$ cat config.mk
export PLATFORM = sky130hd
export DESIGN_NAME = i2c
export DESIGN_NICKNAME = d
export VERILOG_FILES = /design/src/i2c_pkg.sv /design/src/i2c.sv /design/src/i2c_main_controller.sv /design/src/i2c_master_wbs_8.sv /design/src/i2c_byte_ctrl.sv /design/src/i2c_bit_ctrl.sv
export VERILOG_INCLUDE_DIRS = /design/src /design/src/src
export SDC_FILE = /design/constraint.sdc
export NUM_CORES = 1
export LEC_CHECK = 0
export BUFFER_PORTS_ARGS = -buffer_cell sky130_fd_sc_hd__buf_2
export CAP_MARGIN = 20
export CORE_AREA = 2 2 99 148
export DETAILED_ROUTE_END_ITERATION = 16
export DIE_AREA = 0 0 101 150
export PLACE_DENSITY = 0.72
export SKIP_CTS_REPAIR_TIMING = 1
export SYNTH_ARGS = -nofsm -noshare
export SYNTH_HDL_FRONTEND = slang
export SYNTH_SLANG_ARGS = --single-unit
$ cat constraint.sdc
create_clock -name clk -period 2.8 [get_ports clk]
set_input_delay 0.56 -clock clk [delete_from_list [all_inputs] [get_ports clk]]
set_output_delay 0.56 -clock clk [all_outputs]
set_load 0.005 [all_outputs]
$ cat src/i2c_config.svh
`ifndef I2C_CONFIG_SVH
`define I2C_CONFIG_SVH

// One SCL quarter-phase lasts prescale+1 clocks
`define I2C_PRESCALE 16'd4

// Register map of the 8-bit master core
`define I2C_REG_PRE_LO 3'd0 // Prescale low byte
`define I2C_REG_PRE_HI 3'd1 // Prescale high byte
`define I2C_REG_CTRL   3'd2 // Bit 7 is core enable
`define I2C_REG_DATA   3'd3 // Write tx byte, read rx byte
`define I2C_REG_CMD    3'd4 // Write command, read status

// Simulation run limit in clock cycles
// 40 transactions at roughly 600 cycles, plus margin
`define I2C_TIMEOUT_CYCLES 30000

`endif
$ cat src/i2c_pkg.sv
package i2c_pkg;

	// Single-bit bus operations, byte ctrl to bit ctrl
	typedef enum logic [2:0] {
		bc_none,
		bc_start,
		bc_stop,
		bc_write,
		bc_read
	} bit_cmd_t;

	// Command register layout, MSB first
	typedef struct packed {
		logic       sta; // Generate START
		logic       sto; // Generate STOP after the byte
		logic       rd;  // Read a byte
		logic       wr;  // Write a byte
		logic       ack; // Ack level to send on reads, 1 is NACK
		logic [2:0] pad;
	} cmd_bits_t;

	// Status register layout
	typedef struct packed {
		logic       rxack;  // 1 means slave did not acknowledge
		logic       busy;   // Between START and STOP on the pins
		logic [3:0] pad_hi;
		logic       tip;    // Byte transfer running
		logic       pad_lo;
	} stat_bits_t;

	// Host-side sequencer states
	typedef enum logic [3:0] {
		cs_init_plo, cs_init_phi, cs_init_ctrl, // Core setup after reset
		cs_idle,
		cs_addr_tx, cs_addr_cmd, cs_addr_poll,  // Address phase
		cs_wr_tx, cs_wr_cmd,                    // Write data byte
		cs_rd_cmd, cs_rd_data,                  // Read data byte
		cs_data_poll,
		cs_nack_stop, cs_nack_poll              // Abort after address NACK
	} ctrl_state_t;

endpackage

$ cat src/i2c.sv
module i2c (
	input  logic        clk,
	input  logic        nrst,
	input  logic [31:0] memory_data_i,
	input  logic [31:0] memory_control_i,
	input  logic        i2c_scl_i,
	input  logic        i2c_sda_i,
	output logic        i2c_scl_t_o, // 1 releases SCL
	output logic        i2c_sda_t_o, // 1 releases SDA
	output logic [31:0] rd_data_o,
	output logic [31:0] status_o
);

	// Internal Wishbone between sequencer and core
	logic [2:0] wb_adr;
	logic [7:0] wb_dat_m2s;
	logic [7:0] wb_dat_s2m;
	logic       wb_we;
	logic       wb_stb;
	logic       wb_cyc;
	logic       wb_ack;

	i2c_main_controller ctrl0 (
		.clk              (clk),
		.nrst             (nrst),
		.memory_control_i (memory_control_i),
		.memory_data_i    (memory_data_i),
		.wbm_adr_o        (wb_adr),
		.wbm_dat_o        (wb_dat_m2s),
		.wbm_dat_i        (wb_dat_s2m),
		.wbm_we_o         (wb_we),
		.wbm_stb_o        (wb_stb),
		.wbm_cyc_o        (wb_cyc),
		.wbm_ack_i        (wb_ack),
		.rd_data_o        (rd_data_o),
		.status_o         (status_o)
	);

	i2c_master_wbs_8 core0 (
		.clk         (clk),
		.nrst        (nrst),
		.wbs_adr_i   (wb_adr),
		.wbs_dat_i   (wb_dat_m2s),
		.wbs_dat_o   (wb_dat_s2m),
		.wbs_we_i    (wb_we),
		.wbs_stb_i   (wb_stb),
		.wbs_cyc_i   (wb_cyc),
		.wbs_ack_o   (wb_ack),
		.i2c_scl_i   (i2c_scl_i),
		.i2c_sda_i   (i2c_sda_i),
		.i2c_scl_t_o (i2c_scl_t_o),
		.i2c_sda_t_o (i2c_sda_t_o)
	);

endmodule

$ cat src/i2c_main_controller.sv
`include "i2c_config.svh"

module i2c_main_controller (
	input  logic        clk,
	input  logic        nrst,
	input  logic [31:0] memory_control_i,
	input  logic [31:0] memory_data_i,
	output logic [2:0]  wbm_adr_o,
	output logic [7:0]  wbm_dat_o,
	input  logic [7:0]  wbm_dat_i,
	output logic        wbm_we_o,
	output logic        wbm_stb_o,
	output logic        wbm_cyc_o,
	input  logic        wbm_ack_i,
	output logic [31:0] rd_data_o,
	output logic [31:0] status_o
);

	localparam logic [15:0] prescale_init = `I2C_PRESCALE;

	i2c_pkg::ctrl_state_t state;
	i2c_pkg::cmd_bits_t   cmd;
	i2c_pkg::stat_bits_t  stat;
	logic                 go_q;
	logic                 go_edge;
	logic [6:0]           addr_q;
	logic                 rnw_q;
	logic [7:0]           data_q;
	logic [7:0]           rd_byte;
	logic                 busy;
	logic                 done;
	logic                 nack;

	assign go_edge   = memory_control_i[0] & ~go_q;
	assign stat      = wbm_dat_i; // Valid when a status read is acked
	assign status_o  = {29'd0, nack, done, busy};
	assign rd_data_o = {24'd0, rd_byte};

	// Bus access per state, stable while cyc is up
	always_comb begin
		cmd       = '0;
		wbm_we_o  = 1'b1;
		wbm_adr_o = `I2C_REG_CMD;
		wbm_dat_o = 8'h00;
		case (state)
			i2c_pkg::cs_init_plo: begin
				wbm_adr_o = `I2C_REG_PRE_LO;
				wbm_dat_o = prescale_init[7:0];
			end
			i2c_pkg::cs_init_phi: begin
				wbm_adr_o = `I2C_REG_PRE_HI;
				wbm_dat_o = prescale_init[15:8];
			end
			i2c_pkg::cs_init_ctrl: begin
				wbm_adr_o = `I2C_REG_CTRL;
				wbm_dat_o = 8'h80;              // Enable core
			end
			i2c_pkg::cs_addr_tx: begin
				wbm_adr_o = `I2C_REG_DATA;
				wbm_dat_o = {addr_q, rnw_q};
			end
			i2c_pkg::cs_addr_cmd: begin
				cmd.sta   = 1'b1;
				cmd.wr    = 1'b1;
				wbm_dat_o = cmd;
			end
			i2c_pkg::cs_wr_tx: begin
				wbm_adr_o = `I2C_REG_DATA;
				wbm_dat_o = data_q;
			end
			i2c_pkg::cs_wr_cmd: begin
				cmd.wr    = 1'b1;
				cmd.sto   = 1'b1;
				wbm_dat_o = cmd;
			end
			i2c_pkg::cs_rd_cmd: begin
				cmd.rd    = 1'b1;
				cmd.ack   = 1'b1;                 // NACK the single byte
				cmd.sto   = 1'b1;
				wbm_dat_o = cmd;
			end
			i2c_pkg::cs_nack_stop: begin
				cmd.sto   = 1'b1;
				wbm_dat_o = cmd;
			end
			i2c_pkg::cs_rd_data: begin
				wbm_we_o  = 1'b0;
				wbm_adr_o = `I2C_REG_DATA;
			end
			default: wbm_we_o = 1'b0;           // Status polls
		endcase
	end

	always_ff @(posedge clk) begin
		if (!nrst) begin
			state     <= i2c_pkg::cs_init_plo;
			wbm_cyc_o <= 1'b0;
			wbm_stb_o <= 1'b0;
			go_q      <= 1'b0;
			addr_q    <= 7'd0;
			rnw_q     <= 1'b0;
			data_q    <= 8'd0;
			rd_byte   <= 8'd0;
			busy      <= 1'b0;
			done      <= 1'b0;
			nack      <= 1'b0;
		end else begin
			go_q <= memory_control_i[0];
			if (state == i2c_pkg::cs_idle) begin
				if (go_edge) begin
					addr_q <= memory_control_i[8:2];
					rnw_q  <= memory_control_i[1];
					data_q <= memory_data_i[7:0];
					busy   <= 1'b1;
					done   <= 1'b0;
					nack   <= 1'b0;
					state  <= i2c_pkg::cs_addr_tx;
				end
			end else if (!wbm_cyc_o) begin
				wbm_cyc_o <= 1'b1; // Start next access
				wbm_stb_o <= 1'b1;
			end else if (wbm_ack_i) begin
				wbm_cyc_o <= 1'b0;
				wbm_stb_o <= 1'b0;
				case (state)
					i2c_pkg::cs_init_plo:  state <= i2c_pkg::cs_init_phi;
					i2c_pkg::cs_init_phi:  state <= i2c_pkg::cs_init_ctrl;
					i2c_pkg::cs_init_ctrl: state <= i2c_pkg::cs_idle;
					i2c_pkg::cs_addr_tx:   state <= i2c_pkg::cs_addr_cmd;
					i2c_pkg::cs_addr_cmd:  state <= i2c_pkg::cs_addr_poll;
					i2c_pkg::cs_addr_poll: if (!stat.tip) begin
						if (stat.rxack)
							state <= i2c_pkg::cs_nack_stop; // No slave answered
						else if (rnw_q)
							state <= i2c_pkg::cs_rd_cmd;
						else
							state <= i2c_pkg::cs_wr_tx;
					end
					i2c_pkg::cs_wr_tx:     state <= i2c_pkg::cs_wr_cmd;
					i2c_pkg::cs_wr_cmd:    state <= i2c_pkg::cs_data_poll;
					i2c_pkg::cs_rd_cmd:    state <= i2c_pkg::cs_data_poll;
					i2c_pkg::cs_data_poll: if (!stat.tip) begin
						if (rnw_q) begin
							state <= i2c_pkg::cs_rd_data;
						end else begin
							busy  <= 1'b0;
							done  <= 1'b1;
							state <= i2c_pkg::cs_idle;
						end
					end
					i2c_pkg::cs_rd_data: begin
						rd_byte <= wbm_dat_i;
						busy    <= 1'b0;
						done    <= 1'b1;
						state   <= i2c_pkg::cs_idle;
					end
					i2c_pkg::cs_nack_stop: state <= i2c_pkg::cs_nack_poll;
					i2c_pkg::cs_nack_poll: if (!stat.tip) begin
						nack  <= 1'b1;
						busy  <= 1'b0;
						done  <= 1'b1;
						state <= i2c_pkg::cs_idle;
					end
					default: state <= i2c_pkg::cs_idle;
				endcase
			end
		end
	end

endmodule

$ cat src/i2c_master_wbs_8.sv
`include "i2c_config.svh"

module i2c_master_wbs_8 (
	input  logic       clk,
	input  logic       nrst,
	input  logic [2:0] wbs_adr_i,
	input  logic [7:0] wbs_dat_i,
	output logic [7:0] wbs_dat_o,
	input  logic       wbs_we_i,
	input  logic       wbs_stb_i,
	input  logic       wbs_cyc_i,
	output logic       wbs_ack_o,
	input  logic       i2c_scl_i,
	input  logic       i2c_sda_i,
	output logic       i2c_scl_t_o,
	output logic       i2c_sda_t_o
);

	logic [15:0]         prescale;
	logic                ena;      // Core enable, ctrl bit 7
	logic [7:0]          txr;
	logic [7:0]          rxr;
	i2c_pkg::cmd_bits_t  cmd_q;    // Cleared every cycle unless written
	i2c_pkg::stat_bits_t stat;
	logic                acc;      // Access seen, ack goes out next edge
	logic                go;
	logic                tip;
	logic                rxack;
	logic                done;
	logic                bus_busy;
	logic [7:0]          rx_byte;
	logic                rxack_b;

	assign acc = wbs_cyc_i & wbs_stb_i & ~wbs_ack_o;
	assign go  = ena & (cmd_q.sta | cmd_q.sto | cmd_q.rd | cmd_q.wr);

	always_comb begin
		stat       = '0;
		stat.rxack = rxack;
		stat.busy  = bus_busy;
		stat.tip   = tip;
	end

	always_ff @(posedge clk) begin
		if (!nrst) begin
			wbs_ack_o <= 1'b0;
			prescale  <= `I2C_PRESCALE;
			ena       <= 1'b0;
			cmd_q     <= '0;
			tip       <= 1'b0;
			rxack     <= 1'b0;
		end else begin
			wbs_ack_o <= acc; // One cycle after stb
			cmd_q     <= '0;
			if (acc && wbs_we_i) begin
				case (wbs_adr_i)
					`I2C_REG_PRE_LO: prescale[7:0]  <= wbs_dat_i;
					`I2C_REG_PRE_HI: prescale[15:8] <= wbs_dat_i;
					`I2C_REG_CTRL:   ena            <= wbs_dat_i[7];
					`I2C_REG_CMD:    cmd_q          <= wbs_dat_i;
					default: ;
				endcase
			end
			if (done)
				tip <= 1'b0;
			else if (go)
				tip <= 1'b1;
			if (done)
				rxack <= rxack_b;
		end
	end

	// Data path, no reset
	always_ff @(posedge clk) begin
		if (acc && wbs_we_i && wbs_adr_i == `I2C_REG_DATA)
			txr <= wbs_dat_i;
		if (done)
			rxr <= rx_byte;
		if (acc) begin
			case (wbs_adr_i)
				`I2C_REG_PRE_LO: wbs_dat_o <= prescale[7:0];
				`I2C_REG_PRE_HI: wbs_dat_o <= prescale[15:8];
				`I2C_REG_CTRL:   wbs_dat_o <= {ena, 7'd0};
				`I2C_REG_DATA:   wbs_dat_o <= rxr;
				`I2C_REG_CMD:    wbs_dat_o <= stat; // Status on read
				default:         wbs_dat_o <= 8'h00;
			endcase
		end
	end

	i2c_byte_ctrl byte_ctrl0 (
		.clk         (clk),
		.nrst        (nrst),
		.ena_i       (ena),
		.prescale_i  (prescale),
		.go_i        (go),
		.cmd_i       (cmd_q),
		.tx_i        (txr),
		.rx_o        (rx_byte),
		.rxack_o     (rxack_b),
		.done_o      (done),
		.bus_busy_o  (bus_busy),
		.i2c_scl_i   (i2c_scl_i),
		.i2c_sda_i   (i2c_sda_i),
		.i2c_scl_t_o (i2c_scl_t_o),
		.i2c_sda_t_o (i2c_sda_t_o)
	);

endmodule

$ cat src/i2c_byte_ctrl.sv
module i2c_byte_ctrl (
	input  logic               clk,
	input  logic               nrst,
	input  logic               ena_i,
	input  logic [15:0]        prescale_i,
	input  logic               go_i,
	input  i2c_pkg::cmd_bits_t cmd_i,
	input  logic [7:0]         tx_i,
	output logic [7:0]         rx_o,
	output logic               rxack_o,
	output logic               done_o,
	output logic               bus_busy_o,
	input  logic               i2c_scl_i,
	input  logic               i2c_sda_i,
	output logic               i2c_scl_t_o,
	output logic               i2c_sda_t_o
);

	typedef enum logic [2:0] {bs_idle, bs_start, bs_data, bs_ack, bs_stop} byte_state_t;

	byte_state_t        state;
	i2c_pkg::cmd_bits_t cmd_q;
	logic [7:0]         sr;       // Tx bits out, rx bits in
	logic [2:0]         bit_cnt;
	i2c_pkg::bit_cmd_t  bit_cmd;
	logic               bit_valid;
	logic               bit_din;
	logic               bit_ack;
	logic               bit_dout;

	assign rx_o = sr;

	// Shift register, MSB leaves first
	always_ff @(posedge clk) begin
		if (state == bs_idle && go_i)
			sr <= tx_i;
		else if (state == bs_data && bit_ack)
			sr <= {sr[6:0], bit_dout};
	end

	always_ff @(posedge clk) begin
		if (!nrst) begin
			state     <= bs_idle;
			cmd_q     <= '0;
			bit_cnt   <= 3'd0;
			bit_cmd   <= i2c_pkg::bc_none;
			bit_valid <= 1'b0;
			bit_din   <= 1'b1;
			done_o    <= 1'b0;
			rxack_o   <= 1'b0;
		end else begin
			bit_valid <= 1'b0; // Single-cycle request
			done_o    <= 1'b0;
			case (state)
				bs_idle: if (go_i) begin
					cmd_q     <= cmd_i;
					bit_cnt   <= 3'd7;
					bit_valid <= 1'b1;
					if (cmd_i.sta) begin
						state   <= bs_start;
						bit_cmd <= i2c_pkg::bc_start;
					end else if (cmd_i.rd || cmd_i.wr) begin
						state   <= bs_data;
						bit_cmd <= cmd_i.rd ? i2c_pkg::bc_read : i2c_pkg::bc_write;
						bit_din <= tx_i[7];
					end else begin
						state   <= bs_stop; // Lone STOP
						bit_cmd <= i2c_pkg::bc_stop;
					end
				end
				bs_start: if (bit_ack) begin
					state     <= bs_data;
					bit_valid <= 1'b1;
					bit_cmd   <= cmd_q.rd ? i2c_pkg::bc_read : i2c_pkg::bc_write;
					bit_din   <= sr[7];
				end
				bs_data: if (bit_ack) begin
					bit_valid <= 1'b1;
					if (bit_cnt == 3'd0) begin
						state   <= bs_ack;
						// Reads send cmd ack, writes listen for the slave
						bit_cmd <= cmd_q.rd ? i2c_pkg::bc_write : i2c_pkg::bc_read;
						bit_din <= cmd_q.ack;
					end else begin
						bit_cnt <= bit_cnt - 3'd1;
						bit_din <= sr[6]; // Next bit before the shift lands
					end
				end
				bs_ack: if (bit_ack) begin
					if (cmd_q.wr)
						rxack_o <= bit_dout;
					if (cmd_q.sto) begin
						state     <= bs_stop;
						bit_valid <= 1'b1;
						bit_cmd   <= i2c_pkg::bc_stop;
					end else begin
						state  <= bs_idle;
						done_o <= 1'b1;
					end
				end
				bs_stop: if (bit_ack) begin
					state  <= bs_idle;
					done_o <= 1'b1;
				end
				default: state <= bs_idle;
			endcase
		end
	end

	i2c_bit_ctrl bit_ctrl0 (
		.clk         (clk),
		.nrst        (nrst),
		.ena_i       (ena_i),
		.prescale_i  (prescale_i),
		.cmd_i       (bit_cmd),
		.cmd_valid_i (bit_valid),
		.din_i       (bit_din),
		.ack_o       (bit_ack),
		.dout_o      (bit_dout),
		.bus_busy_o  (bus_busy_o),
		.i2c_scl_i   (i2c_scl_i),
		.i2c_sda_i   (i2c_sda_i),
		.i2c_scl_t_o (i2c_scl_t_o),
		.i2c_sda_t_o (i2c_sda_t_o)
	);

endmodule

$ cat src/i2c_bit_ctrl.sv
module i2c_bit_ctrl (
	input  logic              clk,
	input  logic              nrst,
	input  logic              ena_i,
	input  logic [15:0]       prescale_i,
	input  i2c_pkg::bit_cmd_t cmd_i,
	input  logic              cmd_valid_i,
	input  logic              din_i,
	output logic              ack_o,
	output logic              dout_o,
	output logic              bus_busy_o,
	input  logic              i2c_scl_i,
	input  logic              i2c_sda_i,
	output logic              i2c_scl_t_o,
	output logic              i2c_sda_t_o
);

	logic [1:0]        scl_sync; // Pin synchronizers
	logic [1:0]        sda_sync;
	logic              scl_s;
	logic              sda_s;
	logic              sda_d;    // Previous synced SDA for edge detect
	logic [15:0]       cnt;      // Quarter-phase counter
	logic              run;
	logic [1:0]        ph;       // Current quarter-phase
	i2c_pkg::bit_cmd_t cmd_q;
	logic              din_q;
	logic              stall;
	logic              tick;

	// Pin levels {scl, sda} per command and quarter-phase
	function automatic logic [1:0] wave(input i2c_pkg::bit_cmd_t c, input logic [1:0] p,
		input logic d, input logic [1:0] hold);
		logic [1:0] w;
		w = hold;
		case (c)
			i2c_pkg::bc_start: begin
				case (p)
					2'd0: w = {hold[1], 1'b1}; // SCL left where it was
					2'd1: w = 2'b11;
					2'd2: w = 2'b10;           // SDA falls with SCL high
					default: w = 2'b00;
				endcase
			end
			i2c_pkg::bc_stop: begin
				case (p)
					2'd0: w = 2'b00;
					2'd1: w = 2'b10;
					default: w = 2'b11;        // SDA rises with SCL high
				endcase
			end
			i2c_pkg::bc_write: w = {(p == 2'd1 || p == 2'd2), d};
			i2c_pkg::bc_read: w = {(p == 2'd1 || p == 2'd2), 1'b1}; // Release SDA
			default: w = hold;
		endcase
		return w;
	endfunction

	assign scl_s = scl_sync[1];
	assign sda_s = sda_sync[1];

	// Slave holds SCL low although we released it
	assign stall = i2c_scl_t_o & ~scl_s;
	assign tick  = run & ~stall & (cnt == 16'd0);

	always_ff @(posedge clk) begin
		if (!nrst) begin
			scl_sync   <= 2'b11;
			sda_sync   <= 2'b11;
			sda_d      <= 1'b1;
			bus_busy_o <= 1'b0;
		end else begin
			scl_sync <= {scl_sync[0], i2c_scl_i};
			sda_sync <= {sda_sync[0], i2c_sda_i};
			sda_d    <= sda_s;
			if (scl_s && sda_d && !sda_s)      // START seen
				bus_busy_o <= 1'b1;
			else if (scl_s && !sda_d && sda_s) // STOP seen
				bus_busy_o <= 1'b0;
		end
	end

	always_ff @(posedge clk) begin
		if (!nrst)
			cnt <= 16'd0;
		else if (!run)
			cnt <= prescale_i; // Preload for the next command
		else if (!stall)
			cnt <= (cnt == 16'd0) ? prescale_i : cnt - 16'd1;
	end

	always_ff @(posedge clk) begin
		if (!nrst) begin
			run         <= 1'b0;
			ph          <= 2'd0;
			cmd_q       <= i2c_pkg::bc_none;
			din_q       <= 1'b1;
			ack_o       <= 1'b0;
			dout_o      <= 1'b0;
			i2c_scl_t_o <= 1'b1;
			i2c_sda_t_o <= 1'b1;
		end else begin
			ack_o <= 1'b0;
			if (!run) begin
				if (cmd_valid_i && ena_i && cmd_i != i2c_pkg::bc_none) begin
					run   <= 1'b1;
					ph    <= 2'd0;
					cmd_q <= cmd_i;
					din_q <= din_i;
					{i2c_scl_t_o, i2c_sda_t_o} <= wave(cmd_i, 2'd0, din_i,
						{i2c_scl_t_o, i2c_sda_t_o});
				end
			end else if (tick) begin
				if (ph == 2'd2)
					dout_o <= sda_s; // Sample at end of SCL high
				if (ph == 2'd3) begin
					run   <= 1'b0;
					ack_o <= 1'b1;
				end else begin
					ph <= ph + 2'd1;
					{i2c_scl_t_o, i2c_sda_t_o} <= wave(cmd_q, ph + 2'd1, din_q,
						{i2c_scl_t_o, i2c_sda_t_o});
				end
			end
		end
	end

endmodule

======== Word-level counts from Yosys, hierarchy flattened ========
Index checks and enable logic that the tools add are counted.
W data, S select, Z words.
word-level totals
  flip-flop bits (word level) ............. 141
  input port bits ......................... 68
  output and inout port bits .............. 66
  logic and storage cells ................. 294
operators by class
  add/subtract/negate cells ............... 3
  equal/unequal tests ..................... 56
  multiplexer cells ....................... 108
  bitwise logic cells ..................... 17
  reductions and logical operators ........ 60
operator list
  operator                 number
  $mux W3                  23
  $pmux W8 S8              1
  $mux W1                  50
  $mux W16                 3
  $mux W4                  10
  $pmux W4 S10             1
  $pmux W8 S5              1
  $eq A3 B2 Y1 const B     8
  $eq A4 B4 Y1 const B     6
  $pmux W3 S4              2
  $reduce_and A7 Y1        3
  $ne A2 B1 Y1 const B     9
  $reduce_and A6 Y1        3
  $eq A4 B3 Y1 const B     4
  $logic_not A16 Y1        1
  $mux W8                  2
  $ne A2 B2 Y1 const B     8
  $pmux W2 S4              2
  $sub A16 B1 Y16 const B  1
  $ne A3 B3 Y1 const B     5
  $pmux W3 S5              1
  $reduce_and A3 Y1        5
  $reduce_and A2 Y1        7
  $reduce_bool A2 Y1       7
  32 further kinds         81

======== Logic depth before layout (Yosys ltp) ========
Gate-level depths: netlist (run 1).
  depth after elaboration ................. 7
  gate-level depth with buffers ........... 8
  depth with buffers taken out ............ 7

======== Cells and area by module ========
A second synthesis (run 1) with hierarchy kept.
second synthesis, totals
  cells, all modules ...................... 809
  area total of the unflattened synthesis .. 7424.6 um^2
by module, submodules not included
  module               times used  cells each  area an instance (um^2)  seq. area each (um^2)
  i2c_main_controller  1           271         2155.8                   680.7
  i2c_master_wbs_8     1           158         1983.2                   1281.2
  i2c_bit_ctrl         1           243         1931.9                   660.6
  i2c_byte_ctrl        1           137         1353.8                   580.6

======== Worst setup path before layout (run 1) ========
OpenSTA, ideal clock, no wires.
  path type ............................... reg2reg
  start point ............................. register ctrl0.wbm_cyc_o
  end point ............................... register core0.txr[0] (enable)
  library setup time ...................... 398 ps
  arrival time ............................ 1938 ps
  data required time ...................... 2402 ps
  path slack .............................. 464 ps
  stages on the path, launching flop included .. 4
  buffers on the path ..................... 0
  clock period less this slack ............ 2336 ps
  cells stage by stage .................... dfxtp_1 > nand2_1 > nor2_1 > nor4b_1
on the way
  longest elaborated chain between the ends .. 4
ends and longest elaborated chain
  item                                  RTL line                    source
  start: declaration                    i2c_main_controller.sv:13   output logic wbm_cyc_o,
  start signal: assignment              i2c_main_controller.sv:97   wbm_cyc_o <= 1'b0;
  start signal: assignment              i2c_main_controller.sv:120  wbm_cyc_o <= 1'b1;
  start signal: assignment              i2c_main_controller.sv:123  wbm_cyc_o <= 1'b0;
  $and A1 B1 Y1 (2 in a row)            i2c_master_wbs_8.sv:34      assign acc = wbs_cyc_i & wbs_stb_i & ~wbs_ack_o;
  net core0.acc                         i2c_master_wbs_8.sv:25      logic acc;
  $logic_and A1 B1 Y1                   i2c_master_wbs_8.sv:75      if (acc && wbs_we_i && wbs_adr_i == `I2C_REG_DATA)
  $logic_and A1 B1 Y1 (no source line)  -
  end signal: assignment                i2c_master_wbs_8.sv:76      txr <= wbs_dat_i;
  end: declaration                      i2c_master_wbs_8.sv:21      logic [7:0] txr;
The timed path passes the listed nets, and every way through them passes these cells.
A chain may end at the register's enable or synchronous reset.

======== Final worst setup path (run 1) ========
  start point ............................. register core0.byte_ctrl0.bit_ctrl0.cnt[4]
  end point ............................... register core0.byte_ctrl0.bit_ctrl0.cnt[9]
on the way
  longest elaborated chain between the ends .. 4
  elaborated cells on any way between the ends .. 5
  classes of those cells .................. add/sub: 1; mux: 3; reduce/logical: 1
ends and longest elaborated chain
  item                                                  RTL line            source
  start: declaration                                    i2c_bit_ctrl.sv:23  logic [15:0] cnt;
  start signal: assignment                              i2c_bit_ctrl.sv:87  cnt <= prescale_i;
  start signal: assignment                              i2c_bit_ctrl.sv:89  cnt <= (cnt == 16'd0) ? prescale_i : cnt - 16'd1;
  $sub A16 B1 Y16 or $logic_not A16 Y1 (tied branches)  i2c_bit_ctrl.sv:89
  $mux W16 (*)                                          i2c_bit_ctrl.sv:89
  $mux W16 (*)                                          i2c_bit_ctrl.sv:88  else if (!stall)
  $mux W16 (*)                                          i2c_bit_ctrl.sv:86  else if (!run)
Mark *: on every way between the ends. The rest lies on a longest branch, timed or not. The select of a mux whose other input is x is not followed.

==> flow_summary.ini, run 1 <==
[sta]
finalCriticalPeriod_ns = 2.347
worst_pin_slew_ns = 1.010
finalSetupTns_ns = 0
drv_slew = 0
clock_skew_ns = 0.007841
period_share_pct = 83.83
fmax_ghz = 0.4260
setup_viol = 0
rsz0062_at_grt = false
hold_violations = 0
maxSlewHeadroom_pct = 32.13

[logic_synthesis]
synth_warnings = 0
yosys-top-cells-area = dfxtp_1 (32%), edfxtp_1 (14%), nand2_1 (6.3%), buf_4 (6.2%), a21oi_1 (4.7%)
synth_edf_count = 32
synth_compound_area_share_pct = 17.49
synth.distinct_cells = 69
async_flop_share_pct = 0
avgSynthCellArea_sq_um = 8.749
synth_top_family_by_area = simple AND/OR/NAND/NOR gates
synthAdderAreaFrac_pct = 1.288
synth-seq-cells = 141
yosys.area.top_type = dfxtp_1
synthTopCellsByCount = nand2_1 (114), dfxtp_1 (109), a21oi_1 (64)
synth-seq-area-share_pct = 46.24
yosys.area_share.simple_pct = 21.24
synth_cells = 777
yosys.cell_count.top_type = nand2_1
synth_top_area_share_pct = 32.10
synth_area_sq_um = 6798
ys.flop_type = dfxtp_1
synthMuxAreaShare_pct = 3.000
synth_xor_area_share_pct = 0.6442

[pwr]
peakVddDrop_mv = 0.3929
p_per_area_nw_per_um2 = 617.5
p_leak_nw = 2.900

[setup_path]
arrival_ns = 2.69
worstSetupPathType = reg2reg
crit_fanout = 7
end_kind = flop
cp-start-kind = flop
cp.required_ns = 3.14

[place]
placed_area_sq_um = 6955
routabilityCongestion = 0.8815
portBuffers = 33
placedCellCount = 953
dp_hpwl_um = 10480

[floorplanning]
io-pin-count = 134
die_area_sq_um = 15150
die_y_um = 150
start_util_pct = 48.81
rows = 53
die_w_um = 101
core-area_sq_um = 13930

[layout]
fill_cells = 1266
antenna_cells = 0
drive_gt1_share_pct = 12.07
final-seq-area_sq_um = 3143
fin_util_pct = 54.68
fin_cells = 985
syn_to_final_growth_pct = 12.02
nets = 882
multi_input_area_sq_um = 3167
design_area_sq_um = 7615

[global_routing]
overflow = 0
grt_pass1_vias = 4968
grt_pass1_wl_um = 24340
grt_max_degree = 37
track_usage_pct = 20.33
antenna_found_initial = 0

[clocking]
cts_buffers = 17
cts_max_level = 4
cts_tree = built
cts_max_path_buffers = 2
clk_latency_ns = 0.42
clk_pin_slew_worst_paths_ns = 0.06
cts_root_buf = clkbuf_16
cts.sinks = 141

[worst_hold_path]
hold_class = in2reg

[detailed_routing]
vias = 5442
drc = 0
wire_per_inst_um = 15.22
viasPerCell = 5.525
wl_um = 14990
ant_nets = 0
drtIter0Drc = 291
drt_first_pass_iters = 5

[status]
status = finished clean

[job]
drv_cap = 0
[power by group]
part / internal [mW] / leakage [nW] / total, mW / switching, mW
Combinational: 0.0412 / 1.42 / 0.131 / 0.0899
Clock: 1.55 / 0.320 / 2.48 / 0.923
Sequential: 2.08 / 1.15 / 2.09 / 0.0106
Total: 3.68 / 2.90 / 4.70 / 1.02
[cell families (layout without fill, tap and decap cells)]
logic type / Yosys count / count (layout)
AO/OA/AOI/OAI: 187 / 187
other: 1 / 53
AND/OR/NAND/NOR: 291 / 291
multiplexers: 20 / 20
XOR/XNOR: 5 / 5
adder cells (fa/ha/maj): 7 / 7
buffers and inverters: 125 / 116
flip-flops: 141 / 141
[layer usage]
layer  up-vias  GRT usage (%)  part of all wire, %
li1       2704              -                    -
met1      2528          22.61                   39
met2       178          37.80                   54
met3        32          2.943                  4.3
met4         0          8.784                  2.3
met5         -              0                    0
[area by class of cell]
cell class	count	share of cell area, %
Clock buffer	20	6.425
Clock inverter	12	2.235
Inverter	29	1.430
Multi-Input combinational cell	563	41.59
Sequential cell	141	41.28
Tap cell	165	2.711
Timing Repair Buffer	55	4.338
[worst max-delay path: stages, from the launching register on]
cell	delay (ns)
dfxtp_1	0.36
nor4_1	0.68
nand4_1	0.38
o21ai_0	0.49
a22oi_1	0.16
o22ai_1	0.18
[worst paths after layout]
path | from | to | slack [ns] | depth (start not counted)
worst max register to register | core0.byte_ctrl0.bit_ctrl0.cnt[4] | core0.byte_ctrl0.bit_ctrl0.cnt[9] | 0.45 | 5
worst min-delay path | i2c_scl_i | core0.byte_ctrl0.bit_ctrl0.scl_sync[0] | 0.32 | 2
worst min register to register | core0.byte_ctrl0.bit_ctrl0.scl_sync[0] | core0.byte_ctrl0.bit_ctrl0.scl_sync[1] | 0.40 | 1
worst max-delay path | core0.byte_ctrl0.bit_ctrl0.cnt[4] | core0.byte_ctrl0.bit_ctrl0.cnt[9] | 0.45 | 5
[stage by stage]
step	total power [mW]	hold slack [ns]	worst slack, ns
2_1_floorplan	2.275	0.3863	0.4641
3_3_place_gp	2.265	0.3876	0.6407
3_5_place_dp	2.266	0.3916	0.6315
4_1_cts	4.715	0.3098	0.6014
5_1_grt	4.821	0.3175	0.4093
6_report	4.702	0.3152	0.4528
[sequential cells by signal (all words and copies together) (netlist names), 4 cells and up]
signal / count
core0.byte_ctrl0.rx_o: 8
core0.byte_ctrl0.bit_ctrl0.cnt: 16
ctrl0.rd_byte: 8
core0.byte_ctrl0.cmd_q: 4
ctrl0.data_q: 8
core0.rxr: 8
core0.wbs_dat_o: 8
ctrl0.state: 4
core0.txr: 8
ctrl0.addr_q: 7
core0.cmd_q: 5
core0.prescale: 16
[cells in the final DEF, fill, tap and decap left out, types with 6 or more instances in the layout]
cell type	count
nand2_1	114
dfxtp_1	109
a21oi_1	64
conb_1	53
nor2_1	47
o21ai_0	33
buf_2	33
edfxtp_1	32
inv_1	27
and2_1	22
buf_4	22
nor3_1	21
nand3_1	20
clkbuf_16	19
mux2i_1	17
nand2b_1	12
a22oi_1	12
nor2b_1	11
o22ai_1	10
a31oi_1	9
nor4_1	8
nand4_1	7
ha_1	7
o211ai_1	6
Note: power is estimated with default switching activity, not from simulation.
==> run 2: changes to the inputs <==
- PLACE_DENSITY: 0.72 -> 0.75
- clock period: 2.8 -> 2 ns (I/O delays scaled with it)
==> flow_summary.ini, run 2 (synthesized netlist as in run 1, its figures left out) <==
[status]
status = finished clean

[detailed_routing]
ant_nets = 0
vias = 5696
viasPerCell = 5.519
drc = 0
wl_um = 15570
drtIter0Drc = 305
wire_per_inst_um = 15.09
drt_first_pass_iters = 5

[sta]
setup_viol = 0
holdWs_ns = 0.1628
clock_skew_ns = 0.007192
fmax_ghz = 0.5120
drv_slew = 0
maxSlewHeadroom_pct = 60.00
setup_ws_ns = 0.04698
period_share_pct = 97.65
finalCriticalPeriod_ns = 1.953
hold_violations = 0
rsz0062_at_grt = true
worst_pin_slew_ns = 0.6000

[place]
routabilityCongestion = 0.9839
place_ws_ns = -0.08090
portBuffers = 33
dp_hpwl_um = 11210
placed_area_sq_um = 7320

[setup_path]
critPathSlowestCell = or4_4
worstSetupPathType = reg2reg
worstReg2RegStart = core0.byte_ctrl0.bit_ctrl0.cnt[5]
end_kind = flop
crit_fanout = 5
cp-start-kind = flop
path_delay_family = simple AND/OR/NAND/NOR gates
max_stage_delay_ns = 0.59
arrival_ns = 2.29
crit_chain = or4_4 > nor4_4 > nand3_1 > or3_1 > a31oi_1
cp_num_buf_inv = 0
cp.required_ns = 2.34
crit_start = core0.byte_ctrl0.bit_ctrl0.cnt[5]

[layout]
drive_gt1_share_pct = 18.34
nets = 929
design_area_sq_um = 7966
fill_cells = 1252
syn_to_final_growth_pct = 17.19
final_cell_mix = nand2_1 (113), dfxtp_1 (107), buf_4 (68), a21oi_1 (62), conb_1 (53)
fin_util_pct = 57.21
antenna_cells = 0
reg_top3 = core0.byte_ctrl0.bit_ctrl0.cnt (16), core0.prescale (16)
layout_commonest_cell = nand2_1

[pwr]
p_leak_nw = 3.116
peakVddDrop_mv = 0.7372
p_per_area_nw_per_um2 = 784.6

[global_routing]
track_usage_pct = 21.16
grt_pass1_vias = 5344
antenna_found_initial = 0
overflow = 0
grt_max_degree = 35
grt_pass1_wl_um = 25430

[clocking]
cts_buffers = 17
cts_max_level = 4
clk_latency_ns = 0.42
cts.sinks = 141
cts_max_path_buffers = 2
cts_tree = built
cts_root_buf = clkbuf_16
clk_pin_slew_worst_paths_ns = 0.06

[job]
drv_cap = 0

[floorplanning]
die_y_um = 150
core-area_sq_um = 13930
start_util_pct = 48.81
rows = 53
die_w_um = 101
io-pin-count = 134
die_area_sq_um = 15150

[worst_hold_path]
hold_class = in2reg
worstHoldStart = i2c_scl_i
run 2: cell types whose count changed in the layout (fill, tap and decap cells not counted), moves of 2 or more:
| cell | before | now |
|---|---|---|
| a21oi_1 | 64 | 62 |
| dfxtp_2 | 0 | 2 |
| nor4b_1 | 2 | 0 |
| a21oi_2 | 0 | 2 |
| clkinv_2 | 0 | 3 |
| buf_4 | 22 | 68 |
| or4_4 | 0 | 2 |
| o21ai_1 | 1 | 4 |
| clkinvlp_4 | 1 | 3 |
| clkbuf_16 | 19 | 17 |
| dfxtp_1 | 109 | 107 |
| o21ai_0 | 33 | 30 |
| or4_1 | 4 | 2 |
run 2: routing by layer:
layer / vias to the layer above / track usage (%) / part of all wire [%]
met1: 2650 / 22.78 / 39
met2: 194 / 39.17 / 53
met4: 0 / 10.20 / 3.7
li1: 2808 / - / -
met3: 44 / 3.783 / 4.1
met5: - / 0 / 0
run 2: path summary, 6_finish.rpt:
kind / to / slack (ns) / depth (start not counted)
worst min register to register: core0.byte_ctrl0.bit_ctrl0.sda_sync[1] / 0.41 / 1
worst min-delay path: core0.byte_ctrl0.bit_ctrl0.scl_sync[0] / 0.16 / 2
worst max register to register: core0.byte_ctrl0.bit_ctrl0.cnt[15] / 0.05 / 5
worst max-delay path: core0.byte_ctrl0.bit_ctrl0.cnt[15] / 0.05 / 5
run 2: power breakdown:
part	switching (mW)	internal, mW
logic	0.135	0.0772
registers	0.0130	2.92
clock network	1.26	1.85
total	1.40	4.85
run 2: area by class of cell:
type                    count  area, sq um  area share [%]
clock buffers              17        425.4           5.340
multi-input cells         563         3223           40.46
well taps                 165        206.4           2.591
flip-flops and latches    141         3146           39.48
clock inverters            15        161.4           2.026
repair buffers            102        695.7           8.733
inverters                  29        108.9           1.366
run 2: per-stage QoR:
stage	setup TNS, ns	std cells	total power, mW
after detailed placement	-0.2743	999	3.195
final	0	1032	6.251
after global placement	-0.1030	999	3.193
after CTS	-0.4895	1031	6.273
after floorplan	0	829	3.185
after global routing	-0.02416	1032	6.425
